File: config.mk
export PLATFORM = sky130hd
export DESIGN_NAME = keyboard_controller
export DESIGN_NICKNAME = d
export VERILOG_FILES = /design/src/design/kbd_reg_pkg.sv /design/src/design/ps2_pkg.sv /design/src/design/kbd_regs.sv /design/src/design/keyboard_controller.sv /design/src/design/ps2_frame_rx.sv /design/src/design/scan_fifo.sv
export VERILOG_INCLUDE_DIRS = /design/src /design/src/design
export SDC_FILE = /design/constraint.sdc
export NUM_CORES = 1
export LEC_CHECK = 0
export BUFFER_PORTS_ARGS = -buffer_cell sky130_fd_sc_hd__buf_4
export CORE_ASPECT_RATIO = 1.2
export CORE_UTILIZATION = 60
export CTS_CLUSTER_DIAMETER = 60
export DETAILED_ROUTE_END_ITERATION = 16
export PLACE_DENSITY_LB_ADDON = 0.3
export SETUP_SLACK_MARGIN = 0.5
export SYNTH_ARGS = -nofsm -noshare
export SYNTH_HDL_FRONTEND = slang
export SYNTH_SLANG_ARGS = --single-unit
File: constraint.sdc
create_clock -name clk -period 4 [get_ports clk]
set_input_delay 0 -clock clk [delete_from_list [all_inputs] [get_ports clk]]
set_output_delay 0 -clock clk [all_outputs]
set_load 0.05 [all_outputs]
File: src/design/kbd_defines.svh
`ifndef KBD_DEFINES_SVH
`define KBD_DEFINES_SVH

// ======================================================================
// Keyboard controller sizing
// ======================================================================

// Scan-code FIFO entries
`define KBD_FIFO_DEPTH      8

// Widths on the line side and the bus side
`define KBD_BYTE_W          8    // One scan code
`define KBD_BUS_W           16   // I/O bus data
`define KBD_OFFSET_W        4    // Register offset

// Idle clocks between PS/2 edges before a partial frame is dropped
`define KBD_TIMEOUT_CYCLES  10000  // 100 us at 100 MHz

`endif

File: src/design/kbd_reg_pkg.sv
`include "kbd_defines.svh"

// ======================================================================
// Bus-side types of the keyboard register block
// ======================================================================
package kbd_reg_pkg;

    // Register offsets
    typedef enum logic [`KBD_OFFSET_W-1:0] {
        reg_ascii   = 4'h0,  // Former ASCII port, unmapped now
        reg_raw     = 4'h1,  // Raw scan code, pops on read
        reg_status  = 4'h2,  // FIFO status
        reg_control = 4'h3   // Bit 0 clears the FIFO
    } kbd_reg_e;

    // One bus cycle as seen by the register block
    typedef struct packed {
        logic                  select;  // Device select
        logic                  read;    // Read request
        logic                  write;   // Write request
        kbd_reg_e              offset;
        logic [`KBD_BUS_W-1:0] wdata;
    } kbd_bus_req_t;

    // FIFO flags, bit order matches the status word
    typedef struct packed {
        logic overflow;   // Bit 2, sticky until a pop
        logic full;       // Bit 1
        logic available;  // Bit 0
    } fifo_status_t;

    // Status register layout
    typedef struct packed {
        logic [`KBD_BUS_W-4:0] reserved;  // Reads zero
        fifo_status_t          fifo;
    } kbd_status_t;

endpackage

File: src/design/ps2_pkg.sv
`include "kbd_defines.svh"

// ======================================================================
// PS/2 line-side types
// ======================================================================
package ps2_pkg;

    // Frame receiver states, one data state walks all eight bits
    typedef enum logic [3:0] {
        rx_idle,      // Waiting for start bit
        rx_start,     // Start bit seen
        rx_data,      // Eight data bits, LSB first
        rx_parity,    // Odd parity bit
        rx_stop,      // Stop bit
        rx_validate   // One cycle of frame check
    } ps2_state_e;

    // Received byte with its write strobe
    typedef struct packed {
        logic                   valid;  // One-cycle strobe
        logic [`KBD_BYTE_W-1:0] code;   // Scan code
    } scan_byte_t;

endpackage

File: src/design/kbd_regs.sv
`timescale 1ns/1ps
`include "kbd_defines.svh"

module kbd_regs (
    input  logic                      clk,
    input  logic                      reset,
    input  kbd_reg_pkg::kbd_bus_req_t req,
    input  logic [`KBD_BYTE_W-1:0]    head,         // FIFO head byte
    input  kbd_reg_pkg::fifo_status_t fifo_status,
    output logic                      pop,          // One-cycle FIFO read
    output logic                      clear,        // One-cycle FIFO clear
    output logic [`KBD_BUS_W-1:0]     rdata
);

    kbd_reg_pkg::kbd_status_t status_word;
    logic                     rd_hit;
    logic                     ctrl_wr;

    assign rd_hit  = req.select && req.read;
    assign ctrl_wr = req.select && req.write && (req.offset == kbd_reg_pkg::reg_control);

    // Raw read pops only a non-empty FIFO
    assign pop = rd_hit && (req.offset == kbd_reg_pkg::reg_raw) && fifo_status.available;

    // ==================================================================
    // Control register, write only
    // ==================================================================
    always_ff @(posedge clk) begin
        if (reset) begin
            clear <= 1'b0;
        end else begin
            clear <= ctrl_wr && req.wdata[0];  // Strobe, drops next cycle
        end
    end

    // Status word, upper bits zero
    assign status_word.reserved = '0;
    assign status_word.fifo     = fifo_status;

    // ==================================================================
    // Read mux, zero when idle
    // ==================================================================
    always_comb begin
        rdata = '0;
        if (rd_hit) begin
            case (req.offset)
                kbd_reg_pkg::reg_raw: begin
                    if (fifo_status.available) begin
                        rdata = {{(`KBD_BUS_W - `KBD_BYTE_W){1'b0}}, head};
                    end
                end
                kbd_reg_pkg::reg_status:  rdata = status_word;
                kbd_reg_pkg::reg_control: rdata = '0;  // Write only
                kbd_reg_pkg::reg_ascii:   rdata = '1;  // No ASCII path
                default:                  rdata = '1;  // Unmapped
            endcase
        end
    end

endmodule

File: src/design/keyboard_controller.sv
`timescale 1ns/1ps
`include "kbd_defines.svh"

module keyboard_controller (
    input  logic                     clk,
    input  logic                     reset,
    // I/O bus
    input  logic                     device_select,
    input  logic [`KBD_OFFSET_W-1:0] register_offset,
    input  logic                     read_req,
    input  logic                     write_req,
    input  logic [`KBD_BUS_W-1:0]    wdata,
    output logic [`KBD_BUS_W-1:0]    rdata,
    // PS/2 lines
    input  logic                     ps2_clk,
    input  logic                     ps2_data
);

    // ==================================================================
    // Receiver, FIFO and register block in a chain
    // ==================================================================
    kbd_reg_pkg::kbd_bus_req_t req;
    ps2_pkg::scan_byte_t       scan;         // Receiver to FIFO
    logic [`KBD_BYTE_W-1:0]    head;
    kbd_reg_pkg::fifo_status_t fifo_status;
    logic                      pop;
    logic                      clear;

    // Bus ports into one request
    assign req.select = device_select;
    assign req.read   = read_req;
    assign req.write  = write_req;
    assign req.offset = kbd_reg_pkg::kbd_reg_e'(register_offset);
    assign req.wdata  = wdata;

    ps2_frame_rx i_rx (
        .clk      (clk),
        .reset    (reset),
        .ps2_clk  (ps2_clk),
        .ps2_data (ps2_data),
        .scan     (scan)
    );

    scan_fifo i_fifo (
        .clk    (clk),
        .reset  (reset),
        .scan   (scan),
        .pop    (pop),
        .clear  (clear),
        .head   (head),
        .status (fifo_status)
    );

    kbd_regs i_regs (
        .clk         (clk),
        .reset       (reset),
        .req         (req),
        .head        (head),
        .fifo_status (fifo_status),
        .pop         (pop),
        .clear       (clear),
        .rdata       (rdata)
    );

endmodule

File: src/design/ps2_frame_rx.sv
`timescale 1ns/1ps
`include "kbd_defines.svh"

module ps2_frame_rx (
    input  logic                clk,
    input  logic                reset,
    input  logic                ps2_clk,   // From keyboard, asynchronous
    input  logic                ps2_data,  // From keyboard, asynchronous
    output ps2_pkg::scan_byte_t scan       // To scan FIFO
);

    localparam int unsigned timeout_w = $clog2(`KBD_TIMEOUT_CYCLES);

    // Synchronizers, three flops per line
    logic [2:0] clk_sync;
    logic [2:0] data_sync;
    logic       clk_fall;
    logic       data_bit;   // Sampled line value

    // Frame decoder
    ps2_pkg::ps2_state_e     state;
    ps2_pkg::ps2_state_e     next_state;
    logic [2:0]              bit_idx;      // Data bit position
    logic [`KBD_BYTE_W-1:0]  shift_reg;    // Bits shift in from the top
    logic                    parity_bit;
    logic                    stop_bit;
    logic [timeout_w-1:0]    timeout_cnt;  // Clocks since last edge
    logic                    timed_out;
    logic                    frame_ok;
    logic                    scan_valid;

    // ==================================================================
    // Line synchronization and edge detection
    // ==================================================================
    always_ff @(posedge clk) begin
        if (reset) begin
            clk_sync  <= 3'b111;  // Lines idle high
            data_sync <= 3'b111;
        end else begin
            clk_sync  <= {clk_sync[1:0], ps2_clk};
            data_sync <= {data_sync[1:0], ps2_data};
        end
    end

    assign clk_fall = clk_sync[2] && !clk_sync[1];  // High then low
    assign data_bit = data_sync[2];

    // ==================================================================
    // Frame state machine
    // ==================================================================
    assign timed_out = (timeout_cnt == timeout_w'(`KBD_TIMEOUT_CYCLES - 1));

    always_ff @(posedge clk) begin
        if (reset) begin
            state <= ps2_pkg::rx_idle;
        end else begin
            state <= next_state;
        end
    end

    always_comb begin
        next_state = state;
        case (state)
            ps2_pkg::rx_idle: begin
                if (clk_fall && !data_bit) begin  // Start bit is low
                    next_state = ps2_pkg::rx_start;
                end
            end
            ps2_pkg::rx_start:    next_state = ps2_pkg::rx_data;
            ps2_pkg::rx_data: begin
                if (clk_fall && (bit_idx == 3'd7)) begin
                    next_state = ps2_pkg::rx_parity;
                end else if (timed_out) begin
                    next_state = ps2_pkg::rx_idle;  // Stalled frame
                end
            end
            ps2_pkg::rx_parity: begin
                if (clk_fall) next_state = ps2_pkg::rx_stop;
                else if (timed_out) next_state = ps2_pkg::rx_idle;
            end
            ps2_pkg::rx_stop: begin
                if (clk_fall) next_state = ps2_pkg::rx_validate;
                else if (timed_out) next_state = ps2_pkg::rx_idle;
            end
            ps2_pkg::rx_validate: next_state = ps2_pkg::rx_idle;  // Single cycle
            default:              next_state = ps2_pkg::rx_idle;
        endcase
    end

    // Bit index, timeout and strobe
    always_ff @(posedge clk) begin
        if (reset) begin
            bit_idx     <= 3'd0;
            timeout_cnt <= '0;
            scan_valid  <= 1'b0;
        end else begin
            scan_valid <= (state == ps2_pkg::rx_validate) && frame_ok;
            case (state)
                ps2_pkg::rx_data, ps2_pkg::rx_parity, ps2_pkg::rx_stop: begin
                    timeout_cnt <= clk_fall ? '0 : timeout_cnt + 1'b1;
                end
                default: timeout_cnt <= '0;  // Not inside a frame
            endcase
            if (state == ps2_pkg::rx_data) begin
                if (clk_fall) bit_idx <= bit_idx + 3'd1;
            end else begin
                bit_idx <= 3'd0;
            end
        end
    end

    // Payload capture
    always_ff @(posedge clk) begin
        if (clk_fall) begin
            case (state)
                ps2_pkg::rx_data:   shift_reg  <= {data_bit, shift_reg[7:1]};  // LSB first
                ps2_pkg::rx_parity: parity_bit <= data_bit;
                ps2_pkg::rx_stop:   stop_bit   <= data_bit;
                default: ;
            endcase
        end
    end

    // Odd parity over data plus parity, stop must be high
    assign frame_ok = stop_bit && (^{shift_reg, parity_bit});

    assign scan.valid = scan_valid;
    assign scan.code  = shift_reg;  // Held until the next frame

endmodule

File: src/design/scan_fifo.sv
`timescale 1ns/1ps
`include "kbd_defines.svh"

module scan_fifo (
    input  logic                     clk,
    input  logic                     reset,
    input  ps2_pkg::scan_byte_t      scan,    // Write strobe and byte
    input  logic                     pop,     // Already gated by available
    input  logic                     clear,   // Empties the FIFO
    output logic [`KBD_BYTE_W-1:0]   head,
    output kbd_reg_pkg::fifo_status_t status
);

    localparam int unsigned ptr_w = $clog2(`KBD_FIFO_DEPTH);
    localparam int unsigned cnt_w = $clog2(`KBD_FIFO_DEPTH + 1);

    logic [`KBD_BYTE_W-1:0] mem [`KBD_FIFO_DEPTH];
    logic [ptr_w-1:0]       wr_ptr;
    logic [ptr_w-1:0]       rd_ptr;
    logic [cnt_w-1:0]       count;     // 0 to depth
    logic                   full;
    logic                   overflow;  // Sticky on dropped write
    logic                   mem_wr;

    assign full   = (count == cnt_w'(`KBD_FIFO_DEPTH));
    assign mem_wr = scan.valid && (pop || !full);  // Pop frees the slot

    // Storage
    always_ff @(posedge clk) begin
        if (mem_wr) begin
            mem[wr_ptr] <= scan.code;
        end
    end

    // ==================================================================
    // Pointers, count and overflow
    // ==================================================================
    always_ff @(posedge clk) begin
        if (reset || clear) begin
            wr_ptr   <= '0;
            rd_ptr   <= '0;
            count    <= '0;
            overflow <= 1'b0;
        end else if (scan.valid && pop) begin
            wr_ptr <= wr_ptr + 1'b1;  // Count and overflow unchanged
            rd_ptr <= rd_ptr + 1'b1;
        end else if (scan.valid && !full) begin
            wr_ptr <= wr_ptr + 1'b1;
            count  <= count + 1'b1;
        end else if (scan.valid) begin
            overflow <= 1'b1;         // Full so the byte is dropped
        end else if (pop) begin
            rd_ptr   <= rd_ptr + 1'b1;
            count    <= count - 1'b1;
            overflow <= 1'b0;         // Room again
        end
    end

    assign head             = mem[rd_ptr];
    assign status.available = (count != '0);
    assign status.full      = full;
    assign status.overflow  = overflow;

endmodule
==> metrics.cfg <==
[critical_path]
crit_fanout = 15
end_kind = output port
critical_path.reg2reg.endpoint = i_fifo.mem[5][4]
r2r_slack_ns = 1.48
crit_path_start_kind = flip-flop
reg2reg_depth = 4
crit_arrival_ns = 2.75
critical_path.reg2reg.startpoint = i_fifo.count[0]
worst-endpoint-required_ns = 4.00
criticalPathCategory = flip-flop to output port

[timing]
fin_hold_ws_ns = 0.0227
final_max_slew_viol_count = 0
finalSetupViolCount = 0
rsz0062_at_grt = false
final.setup.tns_ns = 0
timing.max_slew.rel_slack = 0.307
max_freq_ghz = 0.364
timing.final.crit_share = 0.687
timing_worst_slew_pin_value_ns = 1.04
finalWorstPathRequiredPeriod_ns = 2.75
final-hold-violation-count = 0
post_route_clock_skew_ns = 0.00876

[clocking]
post_cts_resize_count = 0
path_clk_slew_ns = 0.06
clk_latency_ns = 0.51
tritoncts_clock_tree = done
cts_setup_buffers = 0
ctsLongestPathBuffers = 2
cts_max_level = 4
cts.sink_count = 117
cts_buffers = 17
ctsHoldBuffers = 9
cts_root_buf = sky130_fd_sc_hd__clkbuf_8

[place]
io_buffer_count = 27
placement.cell_area_um2 = 5300
detailed_place_hpwl_um = 6000
finalWeightedCongestion = 0.839

[cells_and_area]
num-fill-cells = 520
post_route_cells_drive_above_1_share = 0.219
antenna-diode-count = 0
post-route-cell-area_um2 = 5990
area_growth_syn_to_layout_pct = 18.9
nNetsFinal = 446
largest_reg_flops = 64

[global_routing]
antenna_violations_before_repair = 0
global_route_track_usage_on_met3 = 0.0687
globalRoute.busiestLayer = met2
grt_use_met2 = 0.430
globalRouteMet1Util = 0.276
grt_overflow_total = 0
grt_first_pass_wirelength_um = 15400
pin_count_of_the_biggest_net_entering_global_routing = 17
globalRouteTotalUtil = 0.242
first_global_vias = 3134

[power_and_ir_drop]
vdd.ir_drop.worst_mv = 0.329
power-per-cell-area_nw_per_um2 = 477
total_leakage_power_nw = 2.05

[yosys]
post_synthesis_cell_area_um2 = 5040
post_synth_num_cell_types = 50
synth_seq_area_share = 0.612
yosys_warnings = 0
synth-async-reset-ratio = 0
synth_cells = 374
synth_enable_flop_cells = 74
ys_seq_elements = 117
postSynth.topFlopCell = sky130_fd_sc_hd__edfxtp_1
syn_avg_cell_area_um2 = 13.5
postSynthNetCount = 409

[job]
cap_violations = 0

[route]
dr.pass1.iters = 4
vias_per_cell = 5.78
detail-route-antenna-nets = 0
dr_total_vias = 3109
drt_iter0_markers = 206
post-route-drc-count = 0
routed_wire_length_per_instance_um = 17.9
routed_wirelength_um = 9620

[hold_path]
timing.hold.worst_endpoint = i_fifo.count[2]
hp-class = primary input to flip-flop
whs_path_depth = 5
worst_min_delay_path_startpoint = read_req

[outcome]
run_status = finished clean

[floorplanning]
core_um2 = 8150
area_of_the_die_um2 = 8770
ios = 43
initial_core_util = 0.618
overall_die_width_um = 85.7
die_height_um = 102
site_rows = 36

[critical path: stages, from the launching register on]
cell and delay [ns]:
sky130_fd_sc_hd__dfxtp_1 1.00, sky130_fd_sc_hd__mux4_2 0.61, sky130_fd_sc_hd__mux2i_1 0.26, sky130_fd_sc_hd__o22ai_1 0.14, sky130_fd_sc_hd__buf_4 0.21
[logic make-up (layout without fill, tap and decap cells)]
| kind of cell | Yosys count | after routing | synth area share |
|---|---|---|---|
| XOR/XNOR | 22 | 22 | 0.0410 |
| AND/OR/NAND/NOR | 118 | 118 | 0.137 |
| flip-flops | 117 | 117 | 0.612 |
| buffers and inverters | 32 | 82 | 0.0310 |
| multiplexers | 35 | 35 | 0.109 |
| AO/OA/AOI/OAI | 41 | 41 | 0.0477 |
| adder cells (fa/ha/maj) | 8 | 8 | 0.0213 |
| other | 1 | 1 | 0.000744 |
[layer usage]
| layer | vias up | share of wire |
|---|---|---|
| li1 | 1474 | - |
| met1 | 1535 | 0.40 |
| met2 | 84 | 0.54 |
| met3 | 16 | 0.041 |
| met4 | 0 | 0.021 |
| met5 | - | 0 |
[Yosys cell counts, types with 5 or more instances]
| cell | number | share of area |
|---|---|---|
| sky130_fd_sc_hd__a21oi_1 | 14 | 0.014 |
| sky130_fd_sc_hd__buf_2 | 5 | 0.0050 |
| sky130_fd_sc_hd__buf_4 | 8 | 0.012 |
| sky130_fd_sc_hd__clkbuf_1 | 11 | 0.0082 |
| sky130_fd_sc_hd__dfxtp_1 | 43 | 0.17 |
| sky130_fd_sc_hd__edfxtp_1 | 74 | 0.44 |
| sky130_fd_sc_hd__ha_1 | 7 | 0.017 |
| sky130_fd_sc_hd__inv_1 | 8 | 0.0060 |
| sky130_fd_sc_hd__mux2i_1 | 18 | 0.036 |
| sky130_fd_sc_hd__mux4_2 | 16 | 0.072 |
| sky130_fd_sc_hd__nand2_1 | 15 | 0.011 |
| sky130_fd_sc_hd__nand2b_1 | 5 | 0.0062 |
| sky130_fd_sc_hd__nand3_1 | 12 | 0.012 |
| sky130_fd_sc_hd__nand4_1 | 7 | 0.0087 |
| sky130_fd_sc_hd__nor2_1 | 31 | 0.023 |
| sky130_fd_sc_hd__nor3_1 | 11 | 0.011 |
| sky130_fd_sc_hd__o21ai_0 | 13 | 0.013 |
| sky130_fd_sc_hd__or2_2 | 7 | 0.0087 |
| sky130_fd_sc_hd__or3_1 | 5 | 0.0062 |
| sky130_fd_sc_hd__xnor2_1 | 8 | 0.014 |
| sky130_fd_sc_hd__xor2_1 | 13 | 0.023 |
[cell usage in the layout (no fill, tap or decap), types with 2 or more instances in the layout]
master / n
sky130_fd_sc_hd__dlygate4sd3_1: 9
sky130_fd_sc_hd__ha_1: 7
sky130_fd_sc_hd__and3_1: 3
sky130_fd_sc_hd__nand2b_1: 5
sky130_fd_sc_hd__xor2_1: 13
sky130_fd_sc_hd__clkbuf_8: 3
sky130_fd_sc_hd__nor3_1: 11
sky130_fd_sc_hd__or3_1: 5
sky130_fd_sc_hd__edfxtp_1: 74
sky130_fd_sc_hd__nand4_1: 7
sky130_fd_sc_hd__and2_1: 2
sky130_fd_sc_hd__xnor2_1: 8
sky130_fd_sc_hd__buf_4: 33
sky130_fd_sc_hd__mux2i_1: 18
sky130_fd_sc_hd__nand3b_1: 2
sky130_fd_sc_hd__o22ai_1: 2
sky130_fd_sc_hd__bufinv_16: 2
sky130_fd_sc_hd__clkbuf_1: 3
sky130_fd_sc_hd__nor2_1: 31
sky130_fd_sc_hd__or4b_2: 2
sky130_fd_sc_hd__dfxtp_1: 43
sky130_fd_sc_hd__nand2_1: 15
sky130_fd_sc_hd__a211oi_1: 3
sky130_fd_sc_hd__nand3_1: 12
sky130_fd_sc_hd__and4_1: 4
sky130_fd_sc_hd__mux4_2: 16
sky130_fd_sc_hd__clkbuf_16: 18
sky130_fd_sc_hd__nor4b_1: 3
sky130_fd_sc_hd__clkinv_2: 3
sky130_fd_sc_hd__a21oi_1: 14
sky130_fd_sc_hd__clkinvlp_4: 2
sky130_fd_sc_hd__o21ai_0: 13
sky130_fd_sc_hd__inv_1: 8
sky130_fd_sc_hd__nor4_1: 2
sky130_fd_sc_hd__or2_2: 7
[per-stage QoR]
stage / worst slack, ns / utilization / power, mW / instances
2_1_floorplan: 1.59 / - / 1.36 / 374
3_3_place_gp: 1.53 / 0.651 / 1.38 / 497
3_5_place_dp: 1.49 / 0.651 / 1.38 / 497
4_1_cts: 1.20 / 0.735 / 2.87 / 538
5_1_grt: 1.07 / 0.735 / 2.94 / 538
6_report: 1.25 / 0.735 / 2.85 / 538
[final cells by class]
class                           instances  area (µm²)  share of cell area
Clock buffer                           24         503              0.0840
Tap cell                              114         143              0.0238
Timing Repair Buffer                   42         338              0.0564
Sequential cell                       117        3080               0.515
Inverter                                8        30.0             0.00501
Multi-Input combinational cell        225        1800               0.301
Clock inverter                          8        93.8              0.0157
[worst max-delay path by stage]
| stage | startpoint | to | slack (ns) | depth (start not counted) |
|---|---|---|---|---|
| after CTS | flip-flop | rdata[1] | 1.20 | 4 |
| after global routing | flip-flop | rdata[1] | 1.07 | 4 |
| final | flip-flop | rdata[1] | 1.25 | 4 |
| after global placement | i_fifo.count[0] | i_fifo.mem[5][6] | 1.53 | 4 |
| after floorplan | i_fifo.count[0] | i_fifo.mem[0][0] | 1.59 | 4 |
| after detailed placement | i_fifo.count[0] | i_fifo.mem[6][4] | 1.49 | 4 |
[power breakdown]
group          internal [mW]  total, mW  switching (mW)
combinational         0.0319     0.0899          0.0580
sequential              1.27       1.27         0.00228
clock                  0.988       1.49           0.502
(Power assumes the default switching activity.)
